===== src/source/smc_lite_pkg.sv =====
/*
  shared constants and types for the lite static memory controller
  timing is fixed here; there are no wait-state registers
  phase lengths must each be at least 1 and fit in count_t
*/
`default_nettype none

package smc_lite_pkg;

  // --------------------------------------------------
  // bus widths
  // --------------------------------------------------
  // word address into the external device
  localparam int addr_width = 16;
  // one 32-bit word per access, no width conversion
  localparam int data_width = 32;
  // one active-low write enable per byte
  localparam int lane_count = 4;

  // --------------------------------------------------
  // external cycle timing, in hclk cycles
  // --------------------------------------------------
  // chip select low to strobe low
  localparam int setup_cycles = 1;
  // strobe low time
  localparam int strobe_cycles = 2;
  // strobe high to chip select high
  localparam int hold_cycles = 1;

  // phase down-counter, wide enough for the longest phase
  localparam int count_width = 2;
  typedef logic [count_width-1:0] count_t;

  // --------------------------------------------------
  // access phase encoding
  // --------------------------------------------------
  typedef enum logic [1:0] {
    phase_idle   = 2'b00,
    phase_setup  = 2'b01,
    phase_strobe = 2'b10,
    phase_hold   = 2'b11
  } phase_t;

endpackage

`default_nettype wire

===== src/source/smc_lite.sv =====
/*
  lite static memory controller, single chip select, single word access
  one access on the pins at a time; response back-pressure stalls only
  new requests. timing comes from smc_lite_pkg
*/
`default_nettype none

module smc_lite (
  input  wire                                  hclk,
  input  wire                                  rst,
  // host request channel
  input  wire                                  req_valid,
  input  wire                                  req_write,
  input  wire  [smc_lite_pkg::addr_width-1:0]  req_addr,
  input  wire  [smc_lite_pkg::data_width-1:0]  req_wdata,
  input  wire  [smc_lite_pkg::lane_count-1:0]  req_be,
  output wire                                  req_ready,
  // host response channel
  output wire                                  rsp_valid,
  output wire  [smc_lite_pkg::data_width-1:0]  rsp_rdata,
  input  wire                                  rsp_ready,
  // memory pins
  input  wire  [smc_lite_pkg::data_width-1:0]  smc_data_in,
  output wire  [smc_lite_pkg::addr_width-1:0]  smc_addr,
  output wire  [smc_lite_pkg::data_width-1:0]  smc_data_out,
  output wire                                  smc_data_oe,
  output wire                                  smc_n_cs,
  output wire                                  smc_n_oe,
  output wire  [smc_lite_pkg::lane_count-1:0]  smc_n_we,
  output wire                                  smc_n_wr
);

  // --------------------------------------------------
  // internal wiring
  // --------------------------------------------------
  wire                                  start;
  wire                                  access_write;
  wire [smc_lite_pkg::lane_count-1:0]   n_r_we;
  wire smc_lite_pkg::phase_t            phase;
  wire                                  busy;
  wire                                  r_full;
  wire                                  n_r_wr;
  wire                                  rsp_pending;

  // request capture and flow control
  smc_request_latch smc_request_latch (
    .hclk         (hclk),
    .rst          (rst),
    .req_valid    (req_valid),
    .req_write    (req_write),
    .req_addr     (req_addr),
    .req_wdata    (req_wdata),
    .req_be       (req_be),
    .busy         (busy),
    .rsp_pending  (rsp_pending),
    .req_ready    (req_ready),
    .start        (start),
    .access_write (access_write),
    .smc_addr     (smc_addr),
    .smc_data_out (smc_data_out),
    .n_r_we       (n_r_we)
  );

  // phase sequencing
  smc_strobe_timer smc_strobe_timer (
    .hclk         (hclk),
    .rst          (rst),
    .start        (start),
    .access_write (access_write),
    .phase        (phase),
    .busy         (busy),
    .r_full       (r_full),
    .n_r_wr       (n_r_wr),
    .smc_n_cs     (smc_n_cs),
    .smc_n_oe     (smc_n_oe),
    .smc_data_oe  (smc_data_oe)
  );

  // write strobe pin stage
  smc_wr_enable_lite smc_wr_enable_lite (
    .hclk     (hclk),
    .rst      (rst),
    .r_full   (r_full),
    .n_r_we   (n_r_we),
    .n_r_wr   (n_r_wr),
    .smc_n_we (smc_n_we),
    .smc_n_wr (smc_n_wr)
  );

  // read data and response
  smc_read_capture smc_read_capture (
    .hclk        (hclk),
    .rst         (rst),
    .phase       (phase),
    .smc_n_oe    (smc_n_oe),
    .smc_data_in (smc_data_in),
    .rsp_ready   (rsp_ready),
    .rsp_valid   (rsp_valid),
    .rsp_rdata   (rsp_rdata),
    .rsp_pending (rsp_pending)
  );

endmodule

`default_nettype wire


===== src/source/smc_read_capture.sv =====
/*
  read data capture and host response channel
  samples while oe is low in strobe, so the last strobe edge wins
  holds the word and rsp_valid until rsp_ready; writes never respond
*/
`default_nettype none

module smc_read_capture (
  input  wire                                  hclk,
  input  wire                                  rst,
  input  wire smc_lite_pkg::phase_t            phase,
  input  wire                                  smc_n_oe,
  input  wire  [smc_lite_pkg::data_width-1:0]  smc_data_in,
  input  wire                                  rsp_ready,
  output logic                                 rsp_valid,
  output logic [smc_lite_pkg::data_width-1:0]  rsp_rdata,
  output logic                                 rsp_pending
);

  logic sample;
  // set once the strobe has been sampled, until hold
  logic read_seen;

  // oe low only for reads, so no direction input needed
  assign sample = (phase == smc_lite_pkg::phase_strobe) && !smc_n_oe;

  always_ff @(posedge hclk)
  begin
    if (rst)
    begin
      read_seen <= 1'b0;
      rsp_valid <= 1'b0;
    end
    else
    begin
      if (sample)
        read_seen <= 1'b1;
      else if (read_seen && (phase == smc_lite_pkg::phase_hold))
      begin
        // strobe done, present the word
        read_seen <= 1'b0;
        rsp_valid <= 1'b1;
      end
      if (rsp_valid && rsp_ready)
        rsp_valid <= 1'b0;
    end
  end

  always_ff @(posedge hclk)
  begin
    if (sample)
      rsp_rdata <= smc_data_in;
  end

  assign rsp_pending = read_seen || rsp_valid;

  // response is held steady under back-pressure
  a_rsp_hold: assert property (@(posedge hclk) disable iff (rst)
    rsp_valid && !rsp_ready |=> rsp_valid && $stable(rsp_rdata));

endmodule

`default_nettype wire


===== src/source/smc_wr_enable_lite.sv =====
/*
  last stage before the write strobe pins
  strobes are forced high outside the full-cycle window, then registered
  so they leave the chip glitch-free; adds one cycle of latency
*/
`default_nettype none

module smc_wr_enable_lite (
  input  wire                                  hclk,
  input  wire                                  rst,
  input  wire                                  r_full,
  input  wire  [smc_lite_pkg::lane_count-1:0]  n_r_we,
  input  wire                                  n_r_wr,
  output logic [smc_lite_pkg::lane_count-1:0]  smc_n_we,
  output logic                                 smc_n_wr
);

  // --------------------------------------------------
  // gate with window, then register
  // --------------------------------------------------
  always_ff @(posedge hclk)
  begin
    if (rst)
    begin
      // all strobes inactive
      smc_n_we <= '1;
      smc_n_wr <= 1'b1;
    end
    else
    begin
      // lane low only inside the window and when enabled
      smc_n_we <= n_r_we | {smc_lite_pkg::lane_count{!r_full}};
      smc_n_wr <= n_r_wr | !r_full;
    end
  end

  // a lane strobe is never active without the common strobe
  a_we_needs_wr: assert property (@(posedge hclk) disable iff (rst)
    !(&smc_n_we) |-> !smc_n_wr);

endmodule

`default_nettype wire


===== src/source/smc_strobe_timer.sv =====
/*
  fixed external cycle sequencer: setup, strobe, hold
  cs, oe and data drive are registered from the next phase
  r_full and n_r_wr lead the pins by one cycle; the write-enable stage
  registers them so all strobes line up with chip select
*/
`default_nettype none

module smc_strobe_timer (
  input  wire                   hclk,
  input  wire                   rst,
  input  wire                   start,
  input  wire                   access_write,
  output smc_lite_pkg::phase_t  phase,
  output logic                  busy,
  output logic                  r_full,
  output logic                  n_r_wr,
  output logic                  smc_n_cs,
  output logic                  smc_n_oe,
  output logic                  smc_data_oe
);

  smc_lite_pkg::phase_t phase_q;
  smc_lite_pkg::phase_t phase_d;
  smc_lite_pkg::count_t count_q;
  smc_lite_pkg::count_t count_d;

  // --------------------------------------------------
  // next phase and down-counter
  // --------------------------------------------------
  always_comb
  begin
    phase_d = phase_q;
    count_d = count_q - 1'b1;
    case (phase_q)
      smc_lite_pkg::phase_idle:
      begin
        count_d = '0;
        if (start)
        begin
          phase_d = smc_lite_pkg::phase_setup;
          count_d = smc_lite_pkg::count_t'(smc_lite_pkg::setup_cycles - 1);
        end
      end
      smc_lite_pkg::phase_setup:
        if (count_q == '0)
        begin
          phase_d = smc_lite_pkg::phase_strobe;
          count_d = smc_lite_pkg::count_t'(smc_lite_pkg::strobe_cycles - 1);
        end
      smc_lite_pkg::phase_strobe:
        if (count_q == '0)
        begin
          phase_d = smc_lite_pkg::phase_hold;
          count_d = smc_lite_pkg::count_t'(smc_lite_pkg::hold_cycles - 1);
        end
      default:
        // hold, back to idle when done
        if (count_q == '0)
        begin
          phase_d = smc_lite_pkg::phase_idle;
          count_d = '0;
        end
    endcase
  end

  always_ff @(posedge hclk)
  begin
    if (rst)
    begin
      phase_q     <= smc_lite_pkg::phase_idle;
      count_q     <= '0;
      smc_n_cs    <= 1'b1;
      smc_n_oe    <= 1'b1;
      smc_data_oe <= 1'b0;
    end
    else
    begin
      phase_q     <= phase_d;
      count_q     <= count_d;
      // cs low across setup, strobe and hold
      smc_n_cs    <= (phase_d == smc_lite_pkg::phase_idle);
      // oe only in strobe of a read
      smc_n_oe    <= !((phase_d == smc_lite_pkg::phase_strobe) && !access_write);
      // drive the bus for the whole write cycle
      smc_data_oe <= (phase_d != smc_lite_pkg::phase_idle) && access_write;
    end
  end

  assign phase  = phase_q;
  assign busy   = (phase_q != smc_lite_pkg::phase_idle);
  // decided one cycle ahead of the strobe phase
  assign r_full = (phase_d == smc_lite_pkg::phase_strobe) && access_write;
  assign n_r_wr = !r_full;

  // read enable and write window never overlap on the bus
  a_oe_vs_full: assert property (@(posedge hclk) disable iff (rst) !(r_full && !smc_n_oe));

endmodule

`default_nettype wire


===== src/source/smc_request_latch.sv =====
/*
  host request front end, one access in flight at a time
  fields are captured on the accepting edge and held until the next accept
  req_ready is low while the timer runs or a read response is pending
*/
`default_nettype none

module smc_request_latch (
  input  wire                                    hclk,
  input  wire                                    rst,
  input  wire                                    req_valid,
  input  wire                                    req_write,
  input  wire  [smc_lite_pkg::addr_width-1:0]    req_addr,
  input  wire  [smc_lite_pkg::data_width-1:0]    req_wdata,
  input  wire  [smc_lite_pkg::lane_count-1:0]    req_be,
  input  wire                                    busy,
  input  wire                                    rsp_pending,
  output logic                                   req_ready,
  output logic                                   start,
  output logic                                   access_write,
  output logic [smc_lite_pkg::addr_width-1:0]    smc_addr,
  output logic [smc_lite_pkg::data_width-1:0]    smc_data_out,
  output logic [smc_lite_pkg::lane_count-1:0]    n_r_we
);

  logic accept;

  // start covers the gap before the timer leaves idle
  assign req_ready = !busy && !rsp_pending && !start;
  assign accept    = req_valid && req_ready;

  // --------------------------------------------------
  // control state
  // --------------------------------------------------
  always_ff @(posedge hclk)
  begin
    if (rst)
    begin
      start        <= 1'b0;
      access_write <= 1'b0;
    end
    else
    begin
      // one-cycle pulse per accepted request
      start <= accept;
      if (accept)
        access_write <= req_write;
    end
  end

  // --------------------------------------------------
  // payload, held for the whole external cycle
  // --------------------------------------------------
  always_ff @(posedge hclk)
  begin
    if (accept)
    begin
      smc_addr     <= req_addr;
      smc_data_out <= req_wdata;
      // lane enables kept active low for the pin stage
      n_r_we       <= ~req_be;
    end
  end

  // the timer must be idle whenever a new access is launched
  a_start_idle: assert property (@(posedge hclk) disable iff (rst) start |-> !busy);

endmodule

`default_nettype wire


===== config.mk =====
export PLATFORM = sky130hd
export DESIGN_NAME = smc_lite
export DESIGN_NICKNAME = d
export VERILOG_FILES = /design/src/source/smc_lite_pkg.sv /design/src/source/smc_lite.sv /design/src/source/smc_read_capture.sv /design/src/source/smc_wr_enable_lite.sv /design/src/source/smc_strobe_timer.sv /design/src/source/smc_request_latch.sv
export SDC_FILE = /design/constraint.sdc
export NUM_CORES = 1
export LEC_CHECK = 0
export ABC_CLOCK_PERIOD_IN_PS = 3400
export BUFFER_PORTS_ARGS = -buffer_cell sky130_fd_sc_hd__buf_4
export CAP_MARGIN = 25
export CORE_MARGIN = 2
export CORE_UTILIZATION = 39
export CTS_CLUSTER_DIAMETER = 100
export DETAILED_ROUTE_END_ITERATION = 6
export MAX_ROUTING_LAYER = met4
export PLACE_DENSITY_LB_ADDON = 0.12
export SYNTH_ARGS = -nofsm -noshare
export SYNTH_HDL_FRONTEND = slang
export SYNTH_SLANG_ARGS = --single-unit

===== constraint.sdc =====
create_clock -name hclk -period 3.4 [get_ports hclk]
set_clock_uncertainty 0.2 [all_clocks]
set_input_delay 0 -clock hclk [delete_from_list [all_inputs] [get_ports hclk]]
set_output_delay 0 -clock hclk [all_outputs]
set_load 0.02 [all_outputs]

==> After elaboration in Yosys (flattened, before gate mapping) <==
Cells that the tools add are included.
{ "word_totals": {"ff_bits": 100, "output_inout_bits": 90, "wordCells": 58} }
{ "op_classes": {"addsub": 1, "n_eq_ne": 4, "mux": 10, "n_bitwise": 3, "reduce_logical": 25} }
{ "op_table": {"columns": ["op", "n"], "rows": [
  ["2-to-1 mux 2 bit", 6],
  ["logical AND 1 bit", 9],
  ["zero test 1 bit", 7],
  ["== test 2 bit, second input constant", 3],
  ["zero test 2 bit", 3],
  ["one-hot mux 2 bit (3 select lines)", 1],
  ["nonzero test 2 bit", 3],
  ["NOT 4 bit", 1],
  ["bitwise OR 4 bit", 1],
  ["one-hot mux 2 bit (2 select lines)", 1],
  ["== test 2 x 1 -> 1 bit, second input constant", 1],
  ["2-to-1 mux 1 bit", 2],
  ["AND reduction 2 bit", 1],
  ["OR reduction 2 bit", 1],
  ["subtractor 2 x 1 -> 2 bit, second input constant", 1],
  ["logical OR 1 bit", 1],
  ["NOT 1 bit", 1]
]} }

==> Depth between registers and ports, before layout <==
Gate-level depths: netlist (run 1).
{ "logic_depth": {"word_depth": 7, "mapped_depth": 4, "mapped_depth_nobuf": 3} }

==> Cells and area by module <==
Synthesis (run 1) repeated with hierarchy kept, for this count alone.
{ "hier_totals": {"cells_unflattened": 147, "area_unflattened_um2": 3155.5} }
{ "modules_own_cells": {"columns": ["mod", "instances", "cells_per_inst", "area_per_inst_um2", "seq_area_each_um2"], "rows": [
  ["smc_request_latch", 1, 64, 1674.1, 1601.5],
  ["smc_read_capture", 1, 42, 1056.0, 1001.0],
  ["smc_strobe_timer", 1, 31, 281.5, 140.1],
  ["smc_wr_enable_lite", 1, 10, 143.9, 100.1]
]} }

==> Worst setup path before layout (run 1) <==
No wires, ideal clock.
{ "synth_timing": {"kind": "reg2reg", "startpoint": "register smc_strobe_timer.phase_q[1], in the netlist smc_strobe_timer.phase[1]", "endpoint": "register smc_read_capture.rsp_rdata[0] (netlist bit) (enable)", "setup_time_ns": 0.461, "arrival_ns": 2.854, "path_slack_ns": -0.115, "path_stages_with_launch": 4, "cell_sequence": "dfxtp_1 > buf_2 > inv_1 > nor3_1"} }
{ "synth_between": {"elab_chain_cells": 2} }
{ "synth_lines": {"columns": ["item", "line", "text"], "rows": [
  ["start, declared", "smc_strobe_timer.sv:23", "smc_lite_pkg::phase_t phase_q;"],
  ["start signal, assigned", "smc_strobe_timer.sv:71", "phase_q <= smc_lite_pkg::phase_idle;"],
  ["start signal, assigned", "smc_strobe_timer.sv:79", "phase_q <= phase_d;"],
  ["== test 2 bit", "smc_read_capture.sv:25", "assign sample = (phase == smc_lite_pkg::phase_strobe) && !smc_n_oe;"],
  ["logical AND 1 bit", "smc_read_capture.sv:25", null],
  ["net smc_read_capture.sample", "smc_read_capture.sv:20", "logic sample;"],
  ["end signal, assigned", "smc_read_capture.sv:52", "rsp_rdata <= smc_data_in;"],
  ["end, declared", "smc_read_capture.sv:16", "output logic [smc_lite_pkg::data_width-1:0] rsp_rdata,"]
]} }
The timed path passes the listed nets, and every way through them passes these cells.
A chain may end at the register's enable or synchronous reset.

==> Worst setup path after layout (run 1) <==
{ "layout_timing": {"startpoint": "register smc_strobe_timer.phase_q[1], in the netlist smc_strobe_timer.phase[1]", "endpoint": "register smc_request_latch.smc_data_out[1] (netlist bit) (enable)"} }
{ "layout_between": {"elab_chain_cells": 5} }
{ "layout_lines": {"columns": ["item", "line", "text"], "rows": [
  ["nonzero test 2 bit", "smc_strobe_timer.sv:91", "assign busy = (phase_q != smc_lite_pkg::phase_idle);"],
  ["zero test 1 bit", "smc_request_latch.sv:29", "assign req_ready = !busy && !rsp_pending && !start;"],
  ["logical AND 1 bit (2 in series)", "smc_request_latch.sv:29", null],
  ["logical AND 1 bit", "smc_request_latch.sv:30", "assign accept = req_valid && req_ready;"],
  ["net smc_request_latch.accept", "smc_request_latch.sv:26", "logic accept;"],
  ["end signal, assigned", "smc_request_latch.sv:59", "smc_data_out <= req_wdata;"],
  ["end, declared", "smc_request_latch.sv:22", "output logic [smc_lite_pkg::data_width-1:0] smc_data_out,"]
]} }
The timed path passes the listed nets, and every way through them passes these cells.

==> report_table.html, run 1 <==
<table>
<tr><th>Metric</th><th>Value</th></tr>
<tr><th colspan="2">Die</th></tr>
<tr><td>Die X-Extent</td><td>93.7 µm</td></tr>
<tr><td>Number of placement rows</td><td>32</td></tr>
<tr><td>Boundary pin count</td><td>between 150 and 200</td></tr>
<tr><td>Vert. Die Dim</td><td>93.7 µm</td></tr>
<tr><td>Starting utilization of the core area</td><td>between 40% and 50%</td></tr>
<tr><td>Area inside the core boundary</td><td>~8000 µm²</td></tr>
<tr><td>Die footprint</td><td>8790 µm²</td></tr>
<tr><th colspan="2">Layout</th></tr>
<tr><td>Design area</td><td>about 5600 µm²</td></tr>
<tr><td>Total area of multi-input combinational cells</td><td>approximately 260 µm²</td></tr>
<tr><td>Layout Area Growth over Synthesis</td><td>79.9%</td></tr>
<tr><td>Fraction of layout cells with a size suffix above 1</td><td>46.2%</td></tr>
<tr><td>Number of nets in the final layout</td><td>511</td></tr>
<tr><td>Register area</td><td>between 2000 and 3000 µm²</td></tr>
<tr><td>Count of inserted antenna diode cells</td><td>0</td></tr>
<tr><td>Fill cell total of the finished layout</td><td>roughly 520</td></tr>
<tr><th colspan="2">Critical path</th></tr>
<tr><td>Start-to-end type of the worst setup path</td><td>reg -&gt; reg</td></tr>
<tr><td>Critical path buffers and inverters</td><td>1</td></tr>
<tr><td>Critical Path RT</td><td>3.18 ns</td></tr>
<tr><td>Family with the most delay on the worst path</td><td>simple AND/OR/NAND/NOR gates</td></tr>
<tr><td>Crit. End Element</td><td>flop</td></tr>
<tr><td>Startpoint type of the worst setup path</td><td>flop</td></tr>
<tr><td>Critical Path, Cell by Cell</td><td>or4b_4 -&gt; nor3_4 -&gt; buf_4</td></tr>
<tr><td>Critical-path maximum fanout</td><td>53</td></tr>
<tr><td>Crit path largest cell delay</td><td>slightly above 0.6 ns</td></tr>
<tr><td>Data arrival time of the critical path</td><td>roughly 2.1 ns</td></tr>
<tr><td>Cell with the biggest individual delay on the critical path</td><td>or4b_4</td></tr>
<tr><th colspan="2">Global route</th></tr>
<tr><td>Number of global-route vias before repair</td><td>about 2,300</td></tr>
<tr><td>Largest net degree at the start of global routing</td><td>between 50 and 60</td></tr>
<tr><td>Antenna violations before repair</td><td>0</td></tr>
<tr><td>Global-route total usage across every layer</td><td>a little under a fifth</td></tr>
<tr><td>GR Overflow Total</td><td>0</td></tr>
<tr><td>First-pass GRT wire length</td><td>about 12 mm</td></tr>
<tr><th colspan="2">Synthesis</th></tr>
<tr><td>Netlist area before placement</td><td>3140 µm²</td></tr>
<tr><td>Number of flops mapped to enable cells by yosys</td><td>84</td></tr>
<tr><td>Gate Count Post-Synth</td><td>around 150</td></tr>
<tr><td>Share of synthesized area occupied by flip-flops and latches</td><td>between 90% and 100%</td></tr>
<tr><td>Dominant cell by count in the synthesized netlist</td><td>edfxtp_1</td></tr>
<tr><td>Top flip-flop cell by instance count after synthesis</td><td>edfxtp_1</td></tr>
<tr><td>Share of cell area taken by muxes after synthesis</td><td>less than 1%</td></tr>
<tr><td>Post-synth top cells</td><td>edfxtp_1, dfxtp_1, inv_1</td></tr>
<tr><td>Synth async-reset ratio</td><td>0%</td></tr>
<tr><td>Biggest area consumer among synthesized cells</td><td>edfxtp_1</td></tr>
<tr><td>Synthesis warning total</td><td>0</td></tr>
<tr><td>Top cells by area, synth</td><td>edfxtp_1, dfxtp_1, nand4b_1</td></tr>
<tr><td>Post-Synthesis Net Count</td><td>235</td></tr>
<tr><td>Number of synthesized register bits</td><td>100</td></tr>
<tr><td>Simple-gate share of the synthesized area</td><td>~5.4%</td></tr>
<tr><td>Synth Area in Compound Gates</td><td>1.20%</td></tr>
<tr><td>Synth top area share</td><td>approximately 80%</td></tr>
<tr><td>Combinational family with the most area after synthesis</td><td>simple AND/OR/NAND/NOR gates</td></tr>
<tr><td>Synth unique cells</td><td>27</td></tr>
<tr><td>XOR/XNOR Fraction of Synth Area</td><td>0.279%</td></tr>
<tr><td>Area share of fa/ha/maj cells after synthesis</td><td>0%</td></tr>
<tr><td>Mean Syn Cell Area</td><td>between 20 and 25 µm²</td></tr>
<tr><th colspan="2">Route</th></tr>
<tr><td>Via count</td><td>2,295</td></tr>
<tr><td>Vias per cell</td><td>about 4.3</td></tr>
<tr><td>Detailed-routing iteration count for the pre-antenna-repair pass</td><td>3</td></tr>
<tr><td>Initial drt markers</td><td>56</td></tr>
<tr><td>Routed met3 length</td><td>around 490 µm</td></tr>
<tr><td>Residual DRC count</td><td>0</td></tr>
<tr><td>Count of antenna-violating nets left after detailed routing</td><td>0</td></tr>
<tr><td>Total wire length</td><td>between 8 and 9 mm</td></tr>
<tr><td>Routed length per placed instance</td><td>around 15 µm</td></tr>
<tr><td>Detailed-route wire length on metal 1</td><td>roughly 2.8 mm</td></tr>
<tr><td>Top metal layer carrying routed signals</td><td>met4</td></tr>
<tr><td>Met2 wirelength from detailed routing</td><td>4.57 mm</td></tr>
<tr><th colspan="2">Clock network</th></tr>
<tr><td>Clock tree from TritonCTS</td><td>built</td></tr>
<tr><td>Total setup buffers inserted after CTS</td><td>0</td></tr>
<tr><td>CTS clk-pin slew, worst paths</td><td>around 0.09 ns</td></tr>
<tr><td>Cts bufs inserted</td><td>9</td></tr>
<tr><td>Post-CTS Resized</td><td>0</td></tr>
<tr><td>Worst-Skew Late Latency</td><td>0.34 ns</td></tr>
<tr><td>Clock buffer depth</td><td>2</td></tr>
<tr><td>Clk root buf</td><td>clkbuf_8</td></tr>
<tr><td>H-Tree Depth</td><td>3</td></tr>
<tr><td>Total number of clock tree sinks</td><td>100</td></tr>
<tr><th colspan="2">STA</th></tr>
<tr><td>Fin. Hold Viols</td><td>0</td></tr>
<tr><td>Worst hold slack after final layout</td><td>~0.16 ns</td></tr>
<tr><td>Number of pins with negative max-slew slack in the final report</td><td>0</td></tr>
<tr><td>Worst slew slack as a fraction of its limit</td><td>a little under three fifths</td></tr>
<tr><td>Final setup margin</td><td>between 1 and 1.5 ns</td></tr>
<tr><td>Max Clock Freq</td><td>435 MHz</td></tr>
<tr><td>Final critical path time including I/O delays and setup</td><td>2.30 ns</td></tr>
<tr><td>Share of the cycle needed by the critical path after routing</td><td>between 60 and 70%</td></tr>
<tr><td>Slew of the pin with the lowest slew margin</td><td>between 0.6 and 0.7 ns</td></tr>
<tr><td>Unrepaired setup endpoints after global routing</td><td>no</td></tr>
<tr><td>Final sum of negative setup slack</td><td>0 ns</td></tr>
<tr><td>Endpoints failing setup</td><td>0</td></tr>
<tr><th colspan="2">Power and ir drop</th></tr>
<tr><td>Switching part of the total power</td><td>29.7%</td></tr>
<tr><td>Flop pwr share</td><td>between 50 and 60%</td></tr>
<tr><td>Comb power frac</td><td>a little over a quarter</td></tr>
<tr><td>Worst vdd rail ir drop</td><td>between 0.6 and 0.7 mV</td></tr>
<tr><td>Total power per unit cell area</td><td>between 500 and 600 nW/µm²</td></tr>
<tr><td>Leakage power of the design</td><td>~2.3 nW</td></tr>
<tr><td>Clk network pwr share</td><td>approximately 20%</td></tr>
<tr><td>Total power</td><td>roughly 0.0032 W</td></tr>
<tr><td>Internal Pwr Total</td><td>0.00224 W</td></tr>
<tr><td>Switch Pwr</td><td>0.000946 W</td></tr>
<tr><th colspan="2">Hold path</th></tr>
<tr><td>Class of the worst hold path</td><td>in -&gt; reg</td></tr>
<tr><th colspan="2">Place</th></tr>
<tr><td>Post-placement cell area</td><td>around 4600 µm²</td></tr>
<tr><td>Placement-stage worst setup slack</td><td>1.10 ns</td></tr>
<tr><td>Detail Placement HPWL</td><td>slightly above 5 mm</td></tr>
<tr><td>Gp weighted congestion</td><td>0.782</td></tr>
<tr><td>Number of buffers added on ports</td><td>roughly 180</td></tr>
<tr><th colspan="2">Outcome</th></tr>
<tr><td>Result of the run</td><td>completed</td></tr>
<tr><th colspan="2">Job</th></tr>
<tr><td>Number of max-cap violations</td><td>0</td></tr>
</table>
==> layout by cell type (no fill, tap or decap), types with 2 or more instances in the layout <==
| cell | netlist | routed |
|---|---|---|
| dlygate4sd3_1 | 0 | 88 |
| nand2_1 | 2 | 2 |
| dfxtp_1 | 16 | 16 |
| buf_4 | 0 | 180 |
| clkinv_4 | 0 | 2 |
| inv_1 | 7 | 7 |
| a211oi_1 | 2 | 2 |
| mux2i_1 | 2 | 2 |
| edfxtp_1 | 84 | 84 |
| nand3_1 | 3 | 3 |
| nand4b_1 | 4 | 4 |
| nor3_4 | 1 | 2 |
| nor3_1 | 4 | 3 |
| nor2_1 | 4 | 4 |
| clkinv_1 | 1 | 3 |
| clkbuf_8 | 0 | 9 |
| nor4_1 | 2 | 2 |
==> registers in the layout, summed over array words and instances, names as in the netlist <==
register,cells
smc_strobe_timer.smc_n_oe,1
smc_request_latch.access_write,1
smc_strobe_timer.smc_n_cs,1
smc_read_capture.rsp_valid,1
smc_request_latch.smc_data_out,32
smc_read_capture.rsp_rdata,32
smc_wr_enable_lite.smc_n_wr,1
smc_read_capture.read_seen,1
smc_request_latch.smc_addr,16
smc_request_latch.start,1
smc_strobe_timer.smc_data_oe,1
smc_strobe_timer.phase,2
smc_request_latch.n_r_we,4
smc_strobe_timer.count_q,2
smc_wr_enable_lite.smc_n_we,4
==> cell type report <==
class,instances,share of cell area (%)
Clock inverter,5,0.532
Sequential cell,100,50.3
Inverter,8,0.532
Multi-Input combinational cell,35,4.58
Clock buffer,10,2.26
Tap cell,102,2.26
Timing Repair Buffer,268,39.5
==> cells by family (layout without fill, tap and decap cells) <==
kind of cell | Yosys count | in the layout
flip-flops | 100 | 100
multiplexers | 3 | 3
buffers and inverters | 11 | 291
XOR/XNOR | 1 | 1
AND/OR/NAND/NOR | 26 | 26
AO/OA/AOI/OAI | 5 | 5
==> path summary, 6_finish.rpt <==
check,slack (ns),to,from,depth (start not counted)
setup reg to reg,1.10,smc_request_latch.smc_data_out[1],smc_strobe_timer.phase[1],3
setup / recovery,1.10,smc_request_latch.smc_data_out[1],smc_strobe_timer.phase[1],3
hold reg to reg,0.24,smc_wr_enable_lite.smc_n_we[1],smc_request_latch.n_r_we[1],1
hold / removal,0.16,smc_request_latch.smc_data_out[30],req_wdata[30],2
==> per-layer routing <==
| metal | vias up | track usage [%] |
|---|---|---|
| met2 | 90 | 33.9 |
| li1 | 1107 | - |
| met3 | 20 | 4.57 |
| met4 | 0 | 9.30 |
| met5 | - | - |
| met1 | 1078 | 18.4 |
==> power by group through the flow <==
stage	registers, W	logic [W]	clock network [W]
2_1_floorplan	0.00189	0.000229	0
3_3_place_gp	0.00170	0.000789	0
3_5_place_dp	0.00171	0.000794	0
4_1_cts	0.00168	0.000878	0.000649
5_1_grt	0.00170	0.000932	0.000700
6_report	0.00168	0.000874	0.000636
==> worst register-to-register path, cell delays in order, from the launching register on <==
cell and delay [ns]:
dfxtp_1 0.44, or4b_4 0.61, nor3_4 0.11, buf_4 0.55
==> stage by stage <==
stage	util, %	cells
detailed placement	59.4	425
global route	72.7	528
finish	72.7	528
floorplan	-	146
CTS	72.7	528
global placement	59.4	425
==> repair_timing <==
action                                 in CTS  in global routing
setup endpoints to repair                   0                  0
hold buffers                               88                  0
endpoints found under the hold margin     100                  0
(Power assumes the default switching activity.)
==> run 2: changes to the inputs <==
--- a/config.mk
+++ b/config.mk
@@ -5,7 +5,7 @@
 export SDC_FILE = /design/constraint.sdc
 export NUM_CORES = 1
 export LEC_CHECK = 0
-export ABC_CLOCK_PERIOD_IN_PS = 3400
+export ABC_CLOCK_PERIOD_IN_PS = 1900
 export BUFFER_PORTS_ARGS = -buffer_cell sky130_fd_sc_hd__buf_4
 export CAP_MARGIN = 25
 export CORE_MARGIN = 2
==> constraint.sdc (replaced) <==
create_clock -name hclk -period 1.9 [get_ports hclk]
set_clock_uncertainty 0.2 [all_clocks]
set_input_delay 0 -clock hclk [delete_from_list [all_inputs] [get_ports hclk]]
set_output_delay 0 -clock hclk [all_outputs]
set_load 0.02 [all_outputs]
==> run 2 against run 1 <==
Against the previous run:
- clock power up 120%
- final cell count up 0.95%
- worst setup slack worse by 1.1 ns
- flip-flop and latch count unchanged
- register-to-register slack worse by 1.1 ns
- wire length up 5.0%
- via count up 2.7%
- clock-buffer cell count up 2
- critical path type unchanged
- largest power group unchanged
==> report_table.html, run 2 (synthesized netlist as in run 1, its figures left out) <==
<table>
<tr><th>Metric</th><th>Value</th></tr>
<tr><th colspan="2">Outcome</th></tr>
<tr><td>Result of the run</td><td>completed</td></tr>
<tr><th colspan="2">STA</th></tr>
<tr><td>Worst hold slack after final layout</td><td>0.164 ns (+0.000673 ns)</td></tr>
<tr><td>Number of pins with negative max-slew slack in the final report</td><td>0 (unchanged)</td></tr>
<tr><td>Final critical path time including I/O delays and setup</td><td>1.85 ns (-0.450 ns)</td></tr>
<tr><td>Unrepaired setup endpoints after global routing</td><td>no</td></tr>
<tr><td>Fin. Hold Viols</td><td>0 (unchanged)</td></tr>
<tr><td>Max Clock Freq</td><td>540 MHz (+24%)</td></tr>
<tr><td>Worst slew slack as a fraction of its limit</td><td>73.4% (+17 points)</td></tr>
<tr><td>Endpoints failing setup</td><td>0 (unchanged)</td></tr>
<tr><td>Final sum of negative setup slack</td><td>0 ns (unchanged)</td></tr>
<tr><td>Share of the cycle needed by the critical path after routing</td><td>97.4% (+30 points)</td></tr>
<tr><td>Slew of the pin with the lowest slew margin</td><td>0.400 ns (-0.260 ns)</td></tr>
<tr><th colspan="2">Global route</th></tr>
<tr><td>Number of global-route vias before repair</td><td>2,376 (+2.9%)</td></tr>
<tr><td>Global-route total usage across every layer</td><td>19.3% (+0.69 points)</td></tr>
<tr><td>Antenna violations before repair</td><td>0 (unchanged)</td></tr>
<tr><td>First-pass GRT wire length</td><td>12.1 mm (+3.5%)</td></tr>
<tr><td>GR Overflow Total</td><td>0 (unchanged)</td></tr>
<tr><td>Largest net degree at the start of global routing</td><td>37 (-31%)</td></tr>
<tr><th colspan="2">Route</th></tr>
<tr><td>Count of antenna-violating nets left after detailed routing</td><td>0 (unchanged)</td></tr>
<tr><td>Residual DRC count</td><td>0 (unchanged)</td></tr>
<tr><td>Initial drt markers</td><td>93 (+66%)</td></tr>
<tr><td>Via count</td><td>2,356 (+2.7%)</td></tr>
<tr><td>Detailed-routing iteration count for the pre-antenna-repair pass</td><td>5 (+2)</td></tr>
<tr><td>Vias per cell</td><td>4.42 (+1.7%)</td></tr>
<tr><td>Routed length per placed instance</td><td>16.0 µm (+4.0%)</td></tr>
<tr><td>Total wire length</td><td>8.52 mm (+5.0%)</td></tr>
<tr><th colspan="2">Critical path</th></tr>
<tr><td>Critical Path RT</td><td>1.74 ns (-1.44 ns)</td></tr>
<tr><td>Start-to-end type of the worst setup path</td><td>reg -&gt; reg</td></tr>
<tr><td>Critical Path, Cell by Cell</td><td>or4b_4 -&gt; nor3_4 -&gt; buf_12</td></tr>
<tr><td>Startpoint type of the worst setup path</td><td>flop</td></tr>
<tr><td>Crit path largest cell delay</td><td>0.56 ns (-0.05 ns)</td></tr>
<tr><td>Data arrival time of the critical path</td><td>1.69 ns (-0.39 ns)</td></tr>
<tr><td>Crit. End Element</td><td>flop</td></tr>
<tr><td>Critical-path maximum fanout</td><td>36 (-32%)</td></tr>
<tr><td>Cell with the biggest individual delay on the critical path</td><td>or4b_4</td></tr>
<tr><th colspan="2">Layout</th></tr>
<tr><td>Layout Area Growth over Synthesis</td><td>83.7%</td></tr>
<tr><td>Most used cells in the layout excluding fill and tap cells</td><td>buf_4, dlygate4sd3_1, edfxtp_1, dfxtp_1, clkbuf_8</td></tr>
<tr><td>Count of inserted antenna diode cells</td><td>0 (unchanged)</td></tr>
<tr><td>Biggest registers after layout</td><td>smc_read_capture.rsp_rdata: 32 flops, smc_request_latch.smc_data_out: 32 flops, smc_request_latch.smc_addr: 16 flops</td></tr>
<tr><td>Number of nets in the final layout</td><td>515 (+0.78%)</td></tr>
<tr><td>Leading cell type in the layout, fill and taps excluded</td><td>buf_4</td></tr>
<tr><td>Fraction of layout cells with a size suffix above 1</td><td>47.1% (+0.86 points)</td></tr>
<tr><td>Fill cell total of the finished layout</td><td>515 (-0.58%)</td></tr>
<tr><td>Non-filler instance count after layout</td><td>533 (+0.95%)</td></tr>
<tr><th colspan="2">Clock network</th></tr>
<tr><td>Cts bufs inserted</td><td>9 (unchanged)</td></tr>
<tr><td>Total number of clock tree sinks</td><td>100 (unchanged)</td></tr>
<tr><td>Worst-Skew Late Latency</td><td>0.34 ns (about the same)</td></tr>
<tr><td>Clk root buf</td><td>clkbuf_8</td></tr>
<tr><td>Clock tree from TritonCTS</td><td>built</td></tr>
<tr><td>Clock buffer depth</td><td>2 (unchanged)</td></tr>
<tr><td>CTS clk-pin slew, worst paths</td><td>0.09 ns (about the same)</td></tr>
<tr><td>H-Tree Depth</td><td>3 (unchanged)</td></tr>
<tr><th colspan="2">Power and ir drop</th></tr>
<tr><td>Switch Pwr</td><td>0.00172 W (+82%)</td></tr>
<tr><td>Total power per unit cell area</td><td>1060 nW/µm² (+87%)</td></tr>
<tr><td>Internal Pwr Total</td><td>0.00437 W (+95%)</td></tr>
<tr><td>Worst vdd rail ir drop</td><td>0.853 mV (+25%)</td></tr>
<tr><td>Comb power frac</td><td>28.2% (+0.8 points)</td></tr>
<tr><td>Total power</td><td>0.00609 W (+91%)</td></tr>
<tr><td>Clk network pwr share</td><td>23.2% (+3.2 points)</td></tr>
<tr><td>Flop pwr share</td><td>48.6% (-4.0 points)</td></tr>
<tr><td>Switching part of the total power</td><td>28.3% (-1.4 points)</td></tr>
<tr><td>Leakage power of the design</td><td>2.37 nW (+2.1%)</td></tr>
<tr><th colspan="2">Die</th></tr>
<tr><td>Die footprint</td><td>8790 µm² (unchanged)</td></tr>
<tr><td>Number of placement rows</td><td>32 (unchanged)</td></tr>
<tr><td>Vert. Die Dim</td><td>93.7 µm (unchanged)</td></tr>
<tr><td>Boundary pin count</td><td>179 (unchanged)</td></tr>
<tr><td>Area inside the core boundary</td><td>7770 µm² (unchanged)</td></tr>
<tr><td>Starting utilization of the core area</td><td>40.4% (unchanged)</td></tr>
<tr><td>Die X-Extent</td><td>93.7 µm (unchanged)</td></tr>
<tr><th colspan="2">Place</th></tr>
<tr><td>Number of cells after detailed placement</td><td>429 (+0.94%)</td></tr>
<tr><td>Gp weighted congestion</td><td>0.776 (-0.75%)</td></tr>
<tr><td>Number of buffers added on ports</td><td>178 (unchanged)</td></tr>
<tr><td>Detail Placement HPWL</td><td>5.45 mm (+7.7%)</td></tr>
<tr><th colspan="2">Hold path</th></tr>
<tr><td>Class of the worst hold path</td><td>in -&gt; reg</td></tr>
<tr><th colspan="2">Job</th></tr>
<tr><td>Number of max-cap violations</td><td>0 (unchanged)</td></tr>
</table>
[run 2: changes by cell type in the layout (fill, tap and decap cells not counted), sizes merged]
cell / previous run / this run
buf: 180 / 184
bufinv: 0 / 2
clkbuf: 10 / 12
clkinv: 6 / 2
clkinvlp: 0 / 1
[run 2: routing by layer]
layer | vias up | global-route usage (%) | share of wire [%]
met2 | 92 | 35.9 | 57
li1 | 1119 | - | -
met3 | 17 | 4.09 | 5.5
met5 | - | - | 0
met4 | 0 | 7.97 | 1.9
met1 | 1128 | 19.6 | 36
[run 2: stage by stage]
step	cell area, µm²	utilization, %	setup WS [ns]
2_1_floorplan	3150	-	-0.952
3_3_place_gp	4670	60.1	0.0366
3_5_place_dp	4670	60.1	0.0261
4_1_cts	5760	74.1	0.0160
5_1_grt	5770	74.3	0.00599
6_report	5770	74.3	0.0487
[run 2: path summary, 6_finish.rpt]
| kind | cells after the start | slack, ns | to | from |
|---|---|---|---|---|
| worst max-delay path | 3 | 0.05 | smc_request_latch.smc_addr[9] | smc_strobe_timer.phase[0] |
| worst min-delay path | 2 | 0.16 | smc_request_latch.smc_data_out[13] | req_wdata[13] |
| worst max register to register | 3 | 0.05 | smc_request_latch.smc_addr[9] | smc_strobe_timer.phase[0] |
| worst min register to register | 1 | 0.24 | smc_wr_enable_lite.smc_n_we[1] | smc_request_latch.n_r_we[1] |
[run 2: area by class of cell]
cell class	count	area, µm²	area share, %
repair buffers	272	2290	39.7
inverters	8	30.0	0.521
clock inverters	4	76.3	1.32
multi-input cells	35	265	4.60
well taps	102	128	2.21
flip-flops and latches	100	2840	49.3
clock buffers	12	135	2.34
[run 2: critical path: cells and delay by family (launching register included)]
| kind | cells | cell delay, ns |
|---|---|---|
| buffers and inverters | 1 | 0.25 |
| DFF | 1 | 0.32 |
| and+or+nand+nor | 2 | 0.77 |
[run 2: what timing repair did]
item                       CTS  global route
setup endpoints to repair    0            18
buffers inserted             0             0
resized for setup            0             2
hold endpoints to repair   100             0
hold buffers                88             0
[run 2: power by group through the flow]
stage / sequential (W) / combinational (W) / clock (W)
6_report: 0.00296 / 0.00172 / 0.00141
5_1_grt: 0.00300 / 0.00183 / 0.00154
4_1_cts: 0.00296 / 0.00171 / 0.00146
3_5_place_dp: 0.00301 / 0.00156 / 0
3_3_place_gp: 0.00300 / 0.00155 / 0
2_1_floorplan: 0.00338 / 0.000409 / 0
